**config.mk**
```make
export PLATFORM = sky130hd
export DESIGN_NAME = scramble_link_top
export DESIGN_NICKNAME = d
export VERILOG_FILES = /design/src/link_pkg.sv /design/src/prbs_pkg.sv /design/src/lfsr_step.sv /design/src/prbs_gen.sv /design/src/lfsr_scramble.sv /design/src/lfsr_descramble.sv /design/src/prbs_check.sv /design/src/scramble_link_top.sv
export VERILOG_INCLUDE_DIRS = /design/src /design/src/src
export SDC_FILE = /design/constraint.sdc
export NUM_CORES = 1
export LEC_CHECK = 0
export ABC_AREA = 1
export BUFFER_PORTS_ARGS = -buffer_cell sky130_fd_sc_hd__buf_4
export CORE_UTILIZATION = 37
export CTS_CLUSTER_SIZE = 40
export DETAILED_ROUTE_END_ITERATION = 16
export PLACE_DENSITY_LB_ADDON = 0.3
export SETUP_SLACK_MARGIN = 0.3
export SYNTH_ARGS = -nofsm -noshare
export SYNTH_HDL_FRONTEND = slang
export SYNTH_SLANG_ARGS = --single-unit
```
**constraint.sdc**
```tcl
create_clock -name clk -period 12.9 [get_ports clk]
set_input_delay 1.29 -clock clk [delete_from_list [all_inputs] [get_ports clk]]
set_output_delay 1.29 -clock clk [all_outputs]
set_load 0.05 [all_outputs]
```
**src/lfsr_consts.svh**
```systemverilog
// widths, polynomials, seeds and lock threshold for the scrambler link
`ifndef LFSR_CONSTS_SVH
`define LFSR_CONSTS_SVH

// one line word per clock
`define LINE_W 64

// 64b66b scrambler, x^58 + x^39 + 1
// top term implied, bit 39 and the +1 term listed
`define SCR_W 58
`define SCR_POLY 58'h8000000001
// same start value on both ends of the link
`define SCR_INIT 58'h3ffffffffffffff

// prbs31, x^31 + x^28 + 1
`define PRBS_W 31
`define PRBS_POLY 31'h10000001
// any nonzero seed will do
`define PRBS_INIT 31'h7fffffff

// clean words in a row before the checker reports lock
`define PRBS_LOCK_WORDS 4

// width of the saturating bit error counter
`define ERR_CNT_W 16

`endif

```
**src/link_pkg.sv**
```systemverilog
// line side word and scrambler state types
`include "lfsr_consts.svh"

package link_pkg;

    // one 64 bit word on the line or payload side
    // bit 0 goes first in time on the serial path
    typedef logic [`LINE_W-1:0] line_word_t;

    // scrambler and descrambler shift register
    // bit 0 holds the most recent line bit
    typedef logic [`SCR_W-1:0] scr_state_t;

endpackage

```
**src/prbs_pkg.sv**
```systemverilog
// prbs state, bit error count and per word mismatch count types
`include "lfsr_consts.svh"

package prbs_pkg;

    // prbs31 shift register, generator and checker history
    typedef logic [`PRBS_W-1:0] prbs_state_t;

    // total mismatching bits, sticks at all ones
    typedef logic [`ERR_CNT_W-1:0] err_cnt_t;

    // mismatching bits in one word, 0 to 64
    typedef logic [$clog2(`LINE_W+1)-1:0] bit_cnt_t;

endpackage

```
**src/lfsr_step.sv**
```systemverilog
// lfsr_step: combinational unrolled parallel lfsr next state and output
`timescale 1ns/1ps
`include "lfsr_consts.svh"

module lfsr_step #(
    // register width
    parameter int lfsr_w = `SCR_W,
    // taps, top term x^lfsr_w implied
    parameter logic [lfsr_w-1:0] lfsr_poly = `SCR_POLY,
    // 0 fibonacci (prbs, scramblers), 1 galois (crc)
    parameter bit galois = 1'b0,
    // 1 takes data bit 0 first in time, else msb first
    parameter bit reverse = 1'b0,
    // one shift per data bit
    parameter int data_w = `LINE_W,
    // 1 shifts the raw input bits in (feed forward)
    // 0 shifts the output bits back in (feedback)
    parameter bit data_in_en = 1'b0
) (
    input  logic [lfsr_w-1:0] state_in,
    input  logic [data_w-1:0] data_in,
    output logic [lfsr_w-1:0] state_out,
    output logic [data_w-1:0] data_out
);

    // state bit 0 is the newest bit, bit lfsr_w-1 the oldest
    //
    // fibonacci: fb = s[w-1] ^ s[j-1] for each tap j
    //   with data_in tied to zero this is a plain prbs source
    //   feedback mode gives a self-sync scrambler
    //   feed forward gives the matching descrambler or prbs checker
    // galois: fb = s[w-1], polynomial folded in when the fed bit is set
    always_comb begin : unroll
        logic [lfsr_w-1:0] s;
        logic              fb;
        logic              o;
        logic              feed;
        int                idx;

        s = state_in;
        data_out = '0;
        for (int i = 0; i < data_w; i++) begin
            // bit order on the wire
            idx = reverse ? i : data_w - 1 - i;

            fb = s[lfsr_w-1];
            if (!galois) begin
                for (int j = 1; j < lfsr_w; j++) begin
                    if (lfsr_poly[j]) begin
                        fb = fb ^ s[j-1];
                    end
                end
            end

            // output bit is always data xor feedback
            o = data_in[idx] ^ fb;
            data_out[idx] = o;

            // what goes into the register
            feed = data_in_en ? data_in[idx] : o;

            if (galois) begin
                s = {s[lfsr_w-2:0], 1'b0} ^ (feed ? lfsr_poly : '0);
            end else begin
                s = {s[lfsr_w-2:0], feed};
            end
        end
        state_out = s;
    end

endmodule

```
**src/prbs_gen.sv**
```systemverilog
// prbs_gen: prbs31 word generator, 64 bits per enabled cycle
`timescale 1ns/1ps
`include "lfsr_consts.svh"

module prbs_gen (
    input  logic                 clk,
    input  logic                 rst,
    input  logic                 en,
    output link_pkg::line_word_t data,
    output logic                 valid
);

    prbs_pkg::prbs_state_t state;
    prbs_pkg::prbs_state_t state_next;
    link_pkg::line_word_t  word;

    // free running fibonacci, nothing fed in
    // bit 0 first, same order as the scrambler
    lfsr_step #(
        .lfsr_w    (`PRBS_W),
        .lfsr_poly (`PRBS_POLY),
        .galois    (1'b0),
        .reverse   (1'b1),
        .data_w    (`LINE_W),
        .data_in_en(1'b0)
    ) u_step (
        .state_in (state),
        .data_in  ('0),
        .state_out(state_next),
        .data_out (word)
    );

    always_ff @(posedge clk) begin
        if (rst) begin
            state <= `PRBS_INIT;
            data <= '0;
            valid <= 1'b0;
        end else begin
            valid <= en;
            // gaps just hold the sequence
            if (en) begin
                state <= state_next;
                data <= word;
            end
        end
    end

    // all zero state would lock the generator up for good
    a_state_nonzero: assert property (
        @(posedge clk) disable iff (rst) state != '0
    ) else $error("prbs generator state stuck at zero");

endmodule

```
**src/lfsr_scramble.sv**
```systemverilog
// lfsr_scramble: registered self-synchronizing 64b66b word scrambler
`timescale 1ns/1ps
`include "lfsr_consts.svh"

module lfsr_scramble (
    input  logic                 clk,
    input  logic                 rst,
    input  link_pkg::line_word_t data_in,
    input  logic                 data_in_valid,
    output link_pkg::line_word_t data_out,
    output logic                 data_out_valid
);

    link_pkg::scr_state_t state;
    link_pkg::scr_state_t state_next;
    link_pkg::line_word_t scrambled;

    // feedback mode, scrambled bits go back into the register
    // so the far end syncs from the line alone
    lfsr_step #(
        .lfsr_w    (`SCR_W),
        .lfsr_poly (`SCR_POLY),
        .galois    (1'b0),
        .reverse   (1'b1),
        .data_w    (`LINE_W),
        .data_in_en(1'b0)
    ) u_step (
        .state_in (state),
        .data_in  (data_in),
        .state_out(state_next),
        .data_out (scrambled)
    );

    // state only moves on accepted words
    always_ff @(posedge clk) begin
        if (rst) begin
            state <= `SCR_INIT;
            data_out <= '0;
            data_out_valid <= 1'b0;
        end else begin
            data_out_valid <= data_in_valid;
            if (data_in_valid) begin
                state <= state_next;
                data_out <= scrambled;
            end
        end
    end

    // register holds the last 58 scrambled bits
    // newest in bit 0, oldest in bit 57
    a_state_from_line: assert property (
        @(posedge clk) disable iff (rst)
        data_in_valid |=> state[0] == data_out[`LINE_W-1]
                          && state[`SCR_W-1] == data_out[`LINE_W-`SCR_W]
    ) else $error("scrambler state not fed from its own output");

endmodule

```
**src/lfsr_descramble.sv**
```systemverilog
// lfsr_descramble: registered self-synchronizing 64b66b word descrambler
`timescale 1ns/1ps
`include "lfsr_consts.svh"

module lfsr_descramble (
    input  logic                 clk,
    input  logic                 rst,
    input  link_pkg::line_word_t data_in,
    input  logic                 data_in_valid,
    output link_pkg::line_word_t data_out,
    output logic                 data_out_valid
);

    link_pkg::scr_state_t state;
    link_pkg::scr_state_t state_next;
    link_pkg::line_word_t plain;

    // feed forward, register holds the last 58 line bits
    // output = line ^ line[-39] ^ line[-58]
    // a bad line bit hits three payload bits, then falls out
    // clean again after one full word
    lfsr_step #(
        .lfsr_w    (`SCR_W),
        .lfsr_poly (`SCR_POLY),
        .galois    (1'b0),
        .reverse   (1'b1),
        .data_w    (`LINE_W),
        .data_in_en(1'b1)
    ) u_step (
        .state_in (state),
        .data_in  (data_in),
        .state_out(state_next),
        .data_out (plain)
    );

    always_ff @(posedge clk) begin
        if (rst) begin
            // matches the scrambler start, so no garbage word after reset
            state <= `SCR_INIT;
            data_out <= '0;
            data_out_valid <= 1'b0;
        end else begin
            data_out_valid <= data_in_valid;
            // idle cycles leave history untouched
            if (data_in_valid) begin
                state <= state_next;
                data_out <= plain;
            end
        end
    end

endmodule

```
**src/prbs_check.sv**
```systemverilog
// prbs_check: self-synchronizing prbs31 checker, bit error count and lock
`timescale 1ns/1ps
`include "lfsr_consts.svh"

module prbs_check (
    input  logic                 clk,
    input  logic                 rst,
    input  link_pkg::line_word_t data,
    input  logic                 valid,
    output prbs_pkg::err_cnt_t   err_count,
    output logic                 locked
);

    localparam int cnt_w = $bits(prbs_pkg::err_cnt_t);
    localparam int bc_w = $bits(prbs_pkg::bit_cnt_t);
    localparam int clean_w = $clog2(`PRBS_LOCK_WORDS + 1);

    prbs_pkg::prbs_state_t hist;
    prbs_pkg::prbs_state_t hist_next;
    link_pkg::line_word_t  miss;
    prbs_pkg::bit_cnt_t    miss_bits;
    logic [cnt_w:0]        sum;
    logic [clean_w-1:0]    clean_cnt;
    // history valid, first word after reset only fills it
    logic                  primed;

    // feed forward, history is the last 31 received bits
    // miss = rx ^ rx[-28] ^ rx[-31], zero on a clean stream
    lfsr_step #(
        .lfsr_w    (`PRBS_W),
        .lfsr_poly (`PRBS_POLY),
        .galois    (1'b0),
        .reverse   (1'b1),
        .data_w    (`LINE_W),
        .data_in_en(1'b1)
    ) u_step (
        .state_in (hist),
        .data_in  (data),
        .state_out(hist_next),
        .data_out (miss)
    );

    // popcount of the mismatch word
    always_comb begin
        miss_bits = '0;
        for (int i = 0; i < `LINE_W; i++) begin
            miss_bits = miss_bits + prbs_pkg::bit_cnt_t'(miss[i]);
        end
        // one spare bit catches overflow
        sum = {1'b0, err_count} + {{(cnt_w + 1 - bc_w){1'b0}}, miss_bits};
    end

    always_ff @(posedge clk) begin
        if (rst) begin
            hist <= '0;
            primed <= 1'b0;
            clean_cnt <= '0;
            locked <= 1'b0;
            err_count <= '0;
        end else if (valid) begin
            hist <= hist_next;
            primed <= 1'b1;
            if (primed) begin
                if (miss_bits != '0) begin
                    // any hit drops lock and restarts the run
                    clean_cnt <= '0;
                    locked <= 1'b0;
                    err_count <= sum[cnt_w] ? '1 : sum[cnt_w-1:0];
                end else begin
                    if (clean_cnt != clean_w'(`PRBS_LOCK_WORDS)) begin
                        clean_cnt <= clean_cnt + 1'b1;
                    end
                    if (clean_cnt == clean_w'(`PRBS_LOCK_WORDS - 1)) begin
                        locked <= 1'b1;
                    end
                end
            end
        end
    end

    // counter only goes up or saturates, reset aside
    a_count_monotonic: assert property (
        @(posedge clk) !rst |=> err_count >= $past(err_count)
    ) else $error("prbs checker error count went down");

endmodule

```
**src/scramble_link_top.sv**
```systemverilog
// scramble_link_top: prbs source, scrambler, error injection, descrambler, checker
`timescale 1ns/1ps

module scramble_link_top (
    input  logic                 clk,
    input  logic                 rst,
    input  logic                 en,
    input  logic                 inject_err,
    output link_pkg::line_word_t line_data,
    output link_pkg::line_word_t rx_data,
    output logic                 rx_valid,
    output prbs_pkg::err_cnt_t   err_count,
    output logic                 locked
);

    link_pkg::line_word_t gen_data;
    logic                 gen_valid;
    link_pkg::line_word_t scr_data;
    logic                 scr_valid;

    prbs_gen u_gen (
        .clk  (clk),
        .rst  (rst),
        .en   (en),
        .data (gen_data),
        .valid(gen_valid)
    );

    lfsr_scramble u_scr (
        .clk           (clk),
        .rst           (rst),
        .data_in       (gen_data),
        .data_in_valid (gen_valid),
        .data_out      (scr_data),
        .data_out_valid(scr_valid)
    );

    // flip line bit 0 of the current word
    // zero extend puts the strobe on bit 0 only
    assign line_data = scr_data ^ link_pkg::line_word_t'(inject_err);

    lfsr_descramble u_descr (
        .clk           (clk),
        .rst           (rst),
        .data_in       (line_data),
        .data_in_valid (scr_valid),
        .data_out      (rx_data),
        .data_out_valid(rx_valid)
    );

    prbs_check u_check (
        .clk      (clk),
        .rst      (rst),
        .data     (rx_data),
        .valid    (rx_valid),
        .err_count(err_count),
        .locked   (locked)
    );

endmodule

```
==> impl_metrics.env <==
export IMPL_hold_viol_final=0
export IMPL_arrival_ns=8.96
export IMPL_multi_input_area_mm2=0.0104
export IMPL_overflow=0
export IMPL_hpwl_um=46800
export IMPL_drt_iter0_markers=1276
export IMPL_cp_slowest_cell="fa_1"
export IMPL_regArea_mm2=0.00789
export IMPL_critPathMostFrequentCell="fa_1"
export IMPL_min_path_type="reg2reg"
export IMPL_synthCells=2531
export IMPL_drcViolationCount=0
export IMPL_worst_pin_slew_ns=1.07
export IMPL_drive_above_1_share=0.0937
export IMPL_fin_setup_tns_ns=0
export IMPL_cp_start_kind="register"
export IMPL_slew_headroom=0.289
export IMPL_root_buffer="clkbuf_16"
export IMPL_synth_most_common_cell="nand2_1"
export IMPL_min_period_over_period=0.656
export IMPL_grt_use_total=0.223
export IMPL_r2r_cells=30
export IMPL_finClkSkew_ns=0.0248
export IMPL_maxSlewViolCount=0
export IMPL_final_min_clock_period_ns=8.46
export IMPL_rows=85
export IMPL_detailedPlace_worstSlack_ns=4.40
export IMPL_syn_area_mm2=0.0204
export IMPL_synth_flop_cell="dfxtp_1"
export IMPL_cts_buffers_inserted=44
export IMPL_synth_distinct_cells=38
export IMPL_post_cts_resize_count=0
export IMPL_cts_num_sinks=394
export IMPL_dr_pass1_iters=6
export IMPL_crit_path_end_kind="register"
export IMPL_die_height_um=237
export IMPL_final_antenna_net_count=0
export IMPL_async_flop_share=0
export IMPL_yosysTopAreaCell="dfxtp_1"
export IMPL_setup_viol=0
export IMPL_clkLatencyLatePin_ns=0.59
export IMPL_path_class="reg2reg"
export IMPL_cts_setup_buffers=0
export IMPL_avgViaCountPerCell=4.99
export IMPL_avgRoutedWirePerCell_um=19.5
export IMPL_antenna_found_initial=1
export IMPL_rsz0062_at_grt="false"
export IMPL_clock_tree_buffer_depth=3
export IMPL_cts_tree="done"
export IMPL_gp_congestion=0.937
export IMPL_synth_edf_count=0
export IMPL_grt_pass1_wl_um=94600
export IMPL_ys_seq_area_frac=0.387
export IMPL_ys_ff_latch=394
export IMPL_core_mm2=0.0541
export IMPL_fillers=5475
export IMPL_syn_to_final_growth_pct=12.1
export IMPL_via_count=16261
export IMPL_die_x_um=237
export IMPL_start_util=0.376
export IMPL_synth_common_cells="nand2_1, dfxtp_1, a21oi_1"
export IMPL_cpPeakStageDelay_ns=0.55
export IMPL_ctsHoldBuffers=0
export IMPL_h_tree_depth=2
export IMPL_cp_required_ns=13.40
export IMPL_reg2reg_slack_ns=4.44
export IMPL_cts_clk_slew_worst_paths_ns=0.06
export IMPL_grt_pass1_vias=15132
export IMPL_synth_nets=2616
export IMPL_grt_max_degree=196
export IMPL_critPathMaxFanout=16
export IMPL_setup_slack_ns=4.44
export IMPL_ios=150
export IMPL_yosys_top_cells_area="dfxtp_1, xnor2_1, xor2_1"
export IMPL_die_area_mm2=0.0560
export IMPL_yosysTopAreaCellShare=0.387
export IMPL_synth_yosys_warnings=0
export IMPL_numPortBuffers=149
export IMPL_min_path_cells=2
export IMPL_nNetsFinal=2617
export IMPL_wirelength_um=63600
export IMPL_cap_violations=0
export IMPL_fmax_ghz=0.118
export IMPL_status="complete, no violations"
export IMPL_avgSynthCellArea_um2=8.04
cells by family (layout without fill, tap and decap cells):
group | after synthesis | after routing | synth area share
and+or+nand+nor | 681 | 681 | 0.135
AOI/OAI and AO/OA | 517 | 517 | 0.135
buffers and inverters | 462 | 493 | 0.101
xor gates and xnor gates | 396 | 396 | 0.170
DFF | 394 | 394 | 0.387
adders and majority gates | 81 | 81 | 0.0701
other | 0 | 1 | 0
flip-flops by register name (all words and copies together) (netlist names), 3 cells and up:
| name | count |
|---|---|
| u_check.hist | 31 |
| u_check.err_count | 16 |
| u_gen.data | 64 |
| u_scr.state | 58 |
| u_scr.data_out | 64 |
| u_check.clean_cnt | 3 |
| u_gen.state | 31 |
| u_descr.data_out | 64 |
| u_descr.state | 58 |
layout by cell type, fill, tap and decap left out, types with 2 or more instances in the layout:
cell,Yosys,routed
ha_1,26,26
xor2_1,180,180
nand3_1,75,75
a31oi_1,2,2
nand3_2,3,3
xnor2_1,216,216
fa_1,55,55
o21ai_0,176,176
clkinvlp_4,0,3
a21oi_1,274,274
clkinv_16,0,2
nand3b_1,2,2
inv_1,255,254
clkbuf_8,0,6
bufinv_16,0,4
a21o_1,19,19
inv_2,3,3
clkbuf_1,105,14
clkbuf_16,0,44
buf_4,69,155
dfxtp_1,394,392
o221ai_1,4,4
nand2_1,398,398
o211ai_1,40,40
nand4_1,6,6
clkinv_2,0,3
nor3_1,5,5
inv_4,0,3
or2_2,5,5
nor2_1,180,180
layer usage:
metal,routed length (µm),global-route usage,part of all wire
met1,28500,0.306,0.45
met2,28700,0.352,0.45
met3,4290,0.0344,0.067
met4,2140,0.0803,0.034
met5,0,0,0
per-stage QoR:
stage	instances	utilization	instance area, µm²	hold WS, ns
2_1_floorplan	2531	-	20400	0.435
5_1_grt	3258	0.421	22800	0.489
6_report	3259	0.421	22800	0.465
4_1_cts	3258	0.421	22800	0.470
3_5_place_dp	3182	0.394	21400	0.456
3_3_place_gp	3182	0.394	21400	0.446
final timing paths:
check	from	to
worst max-delay path	u_descr.data_out[0]	u_check.err_count[11]
worst min-delay path	u_check.primed	u_check.primed
worst max register to register	u_descr.data_out[0]	u_check.err_count[11]
worst min register to register	u_check.primed	u_check.primed
worst max-delay path: cells and delay by family (launching register included):
kind,cells,cell delay (ns)
simple gates,11,1.33
fa+ha+maj,12,5.78
compound gates,1,0.16
buf+inv,4,0.28
xor+xnor,2,0.33
flops,1,0.48
area by class of cell:
| type | count | share of cell area |
|---|---|---|
| clock buffer | 63 | 0.0536 |
| inverter | 260 | 0.0431 |
| tap | 696 | 0.0382 |
| clock inverter | 13 | 0.0103 |
| antenna | 1 | 0.000110 |
| sequential | 394 | 0.346 |
| multi-input combinational | 1675 | 0.456 |
| timing repair buffer | 157 | 0.0525 |
Power is left out: the tool's default activity adds up to more than one toggle a clock period on the data nets, which glitch-free logic cannot reach.
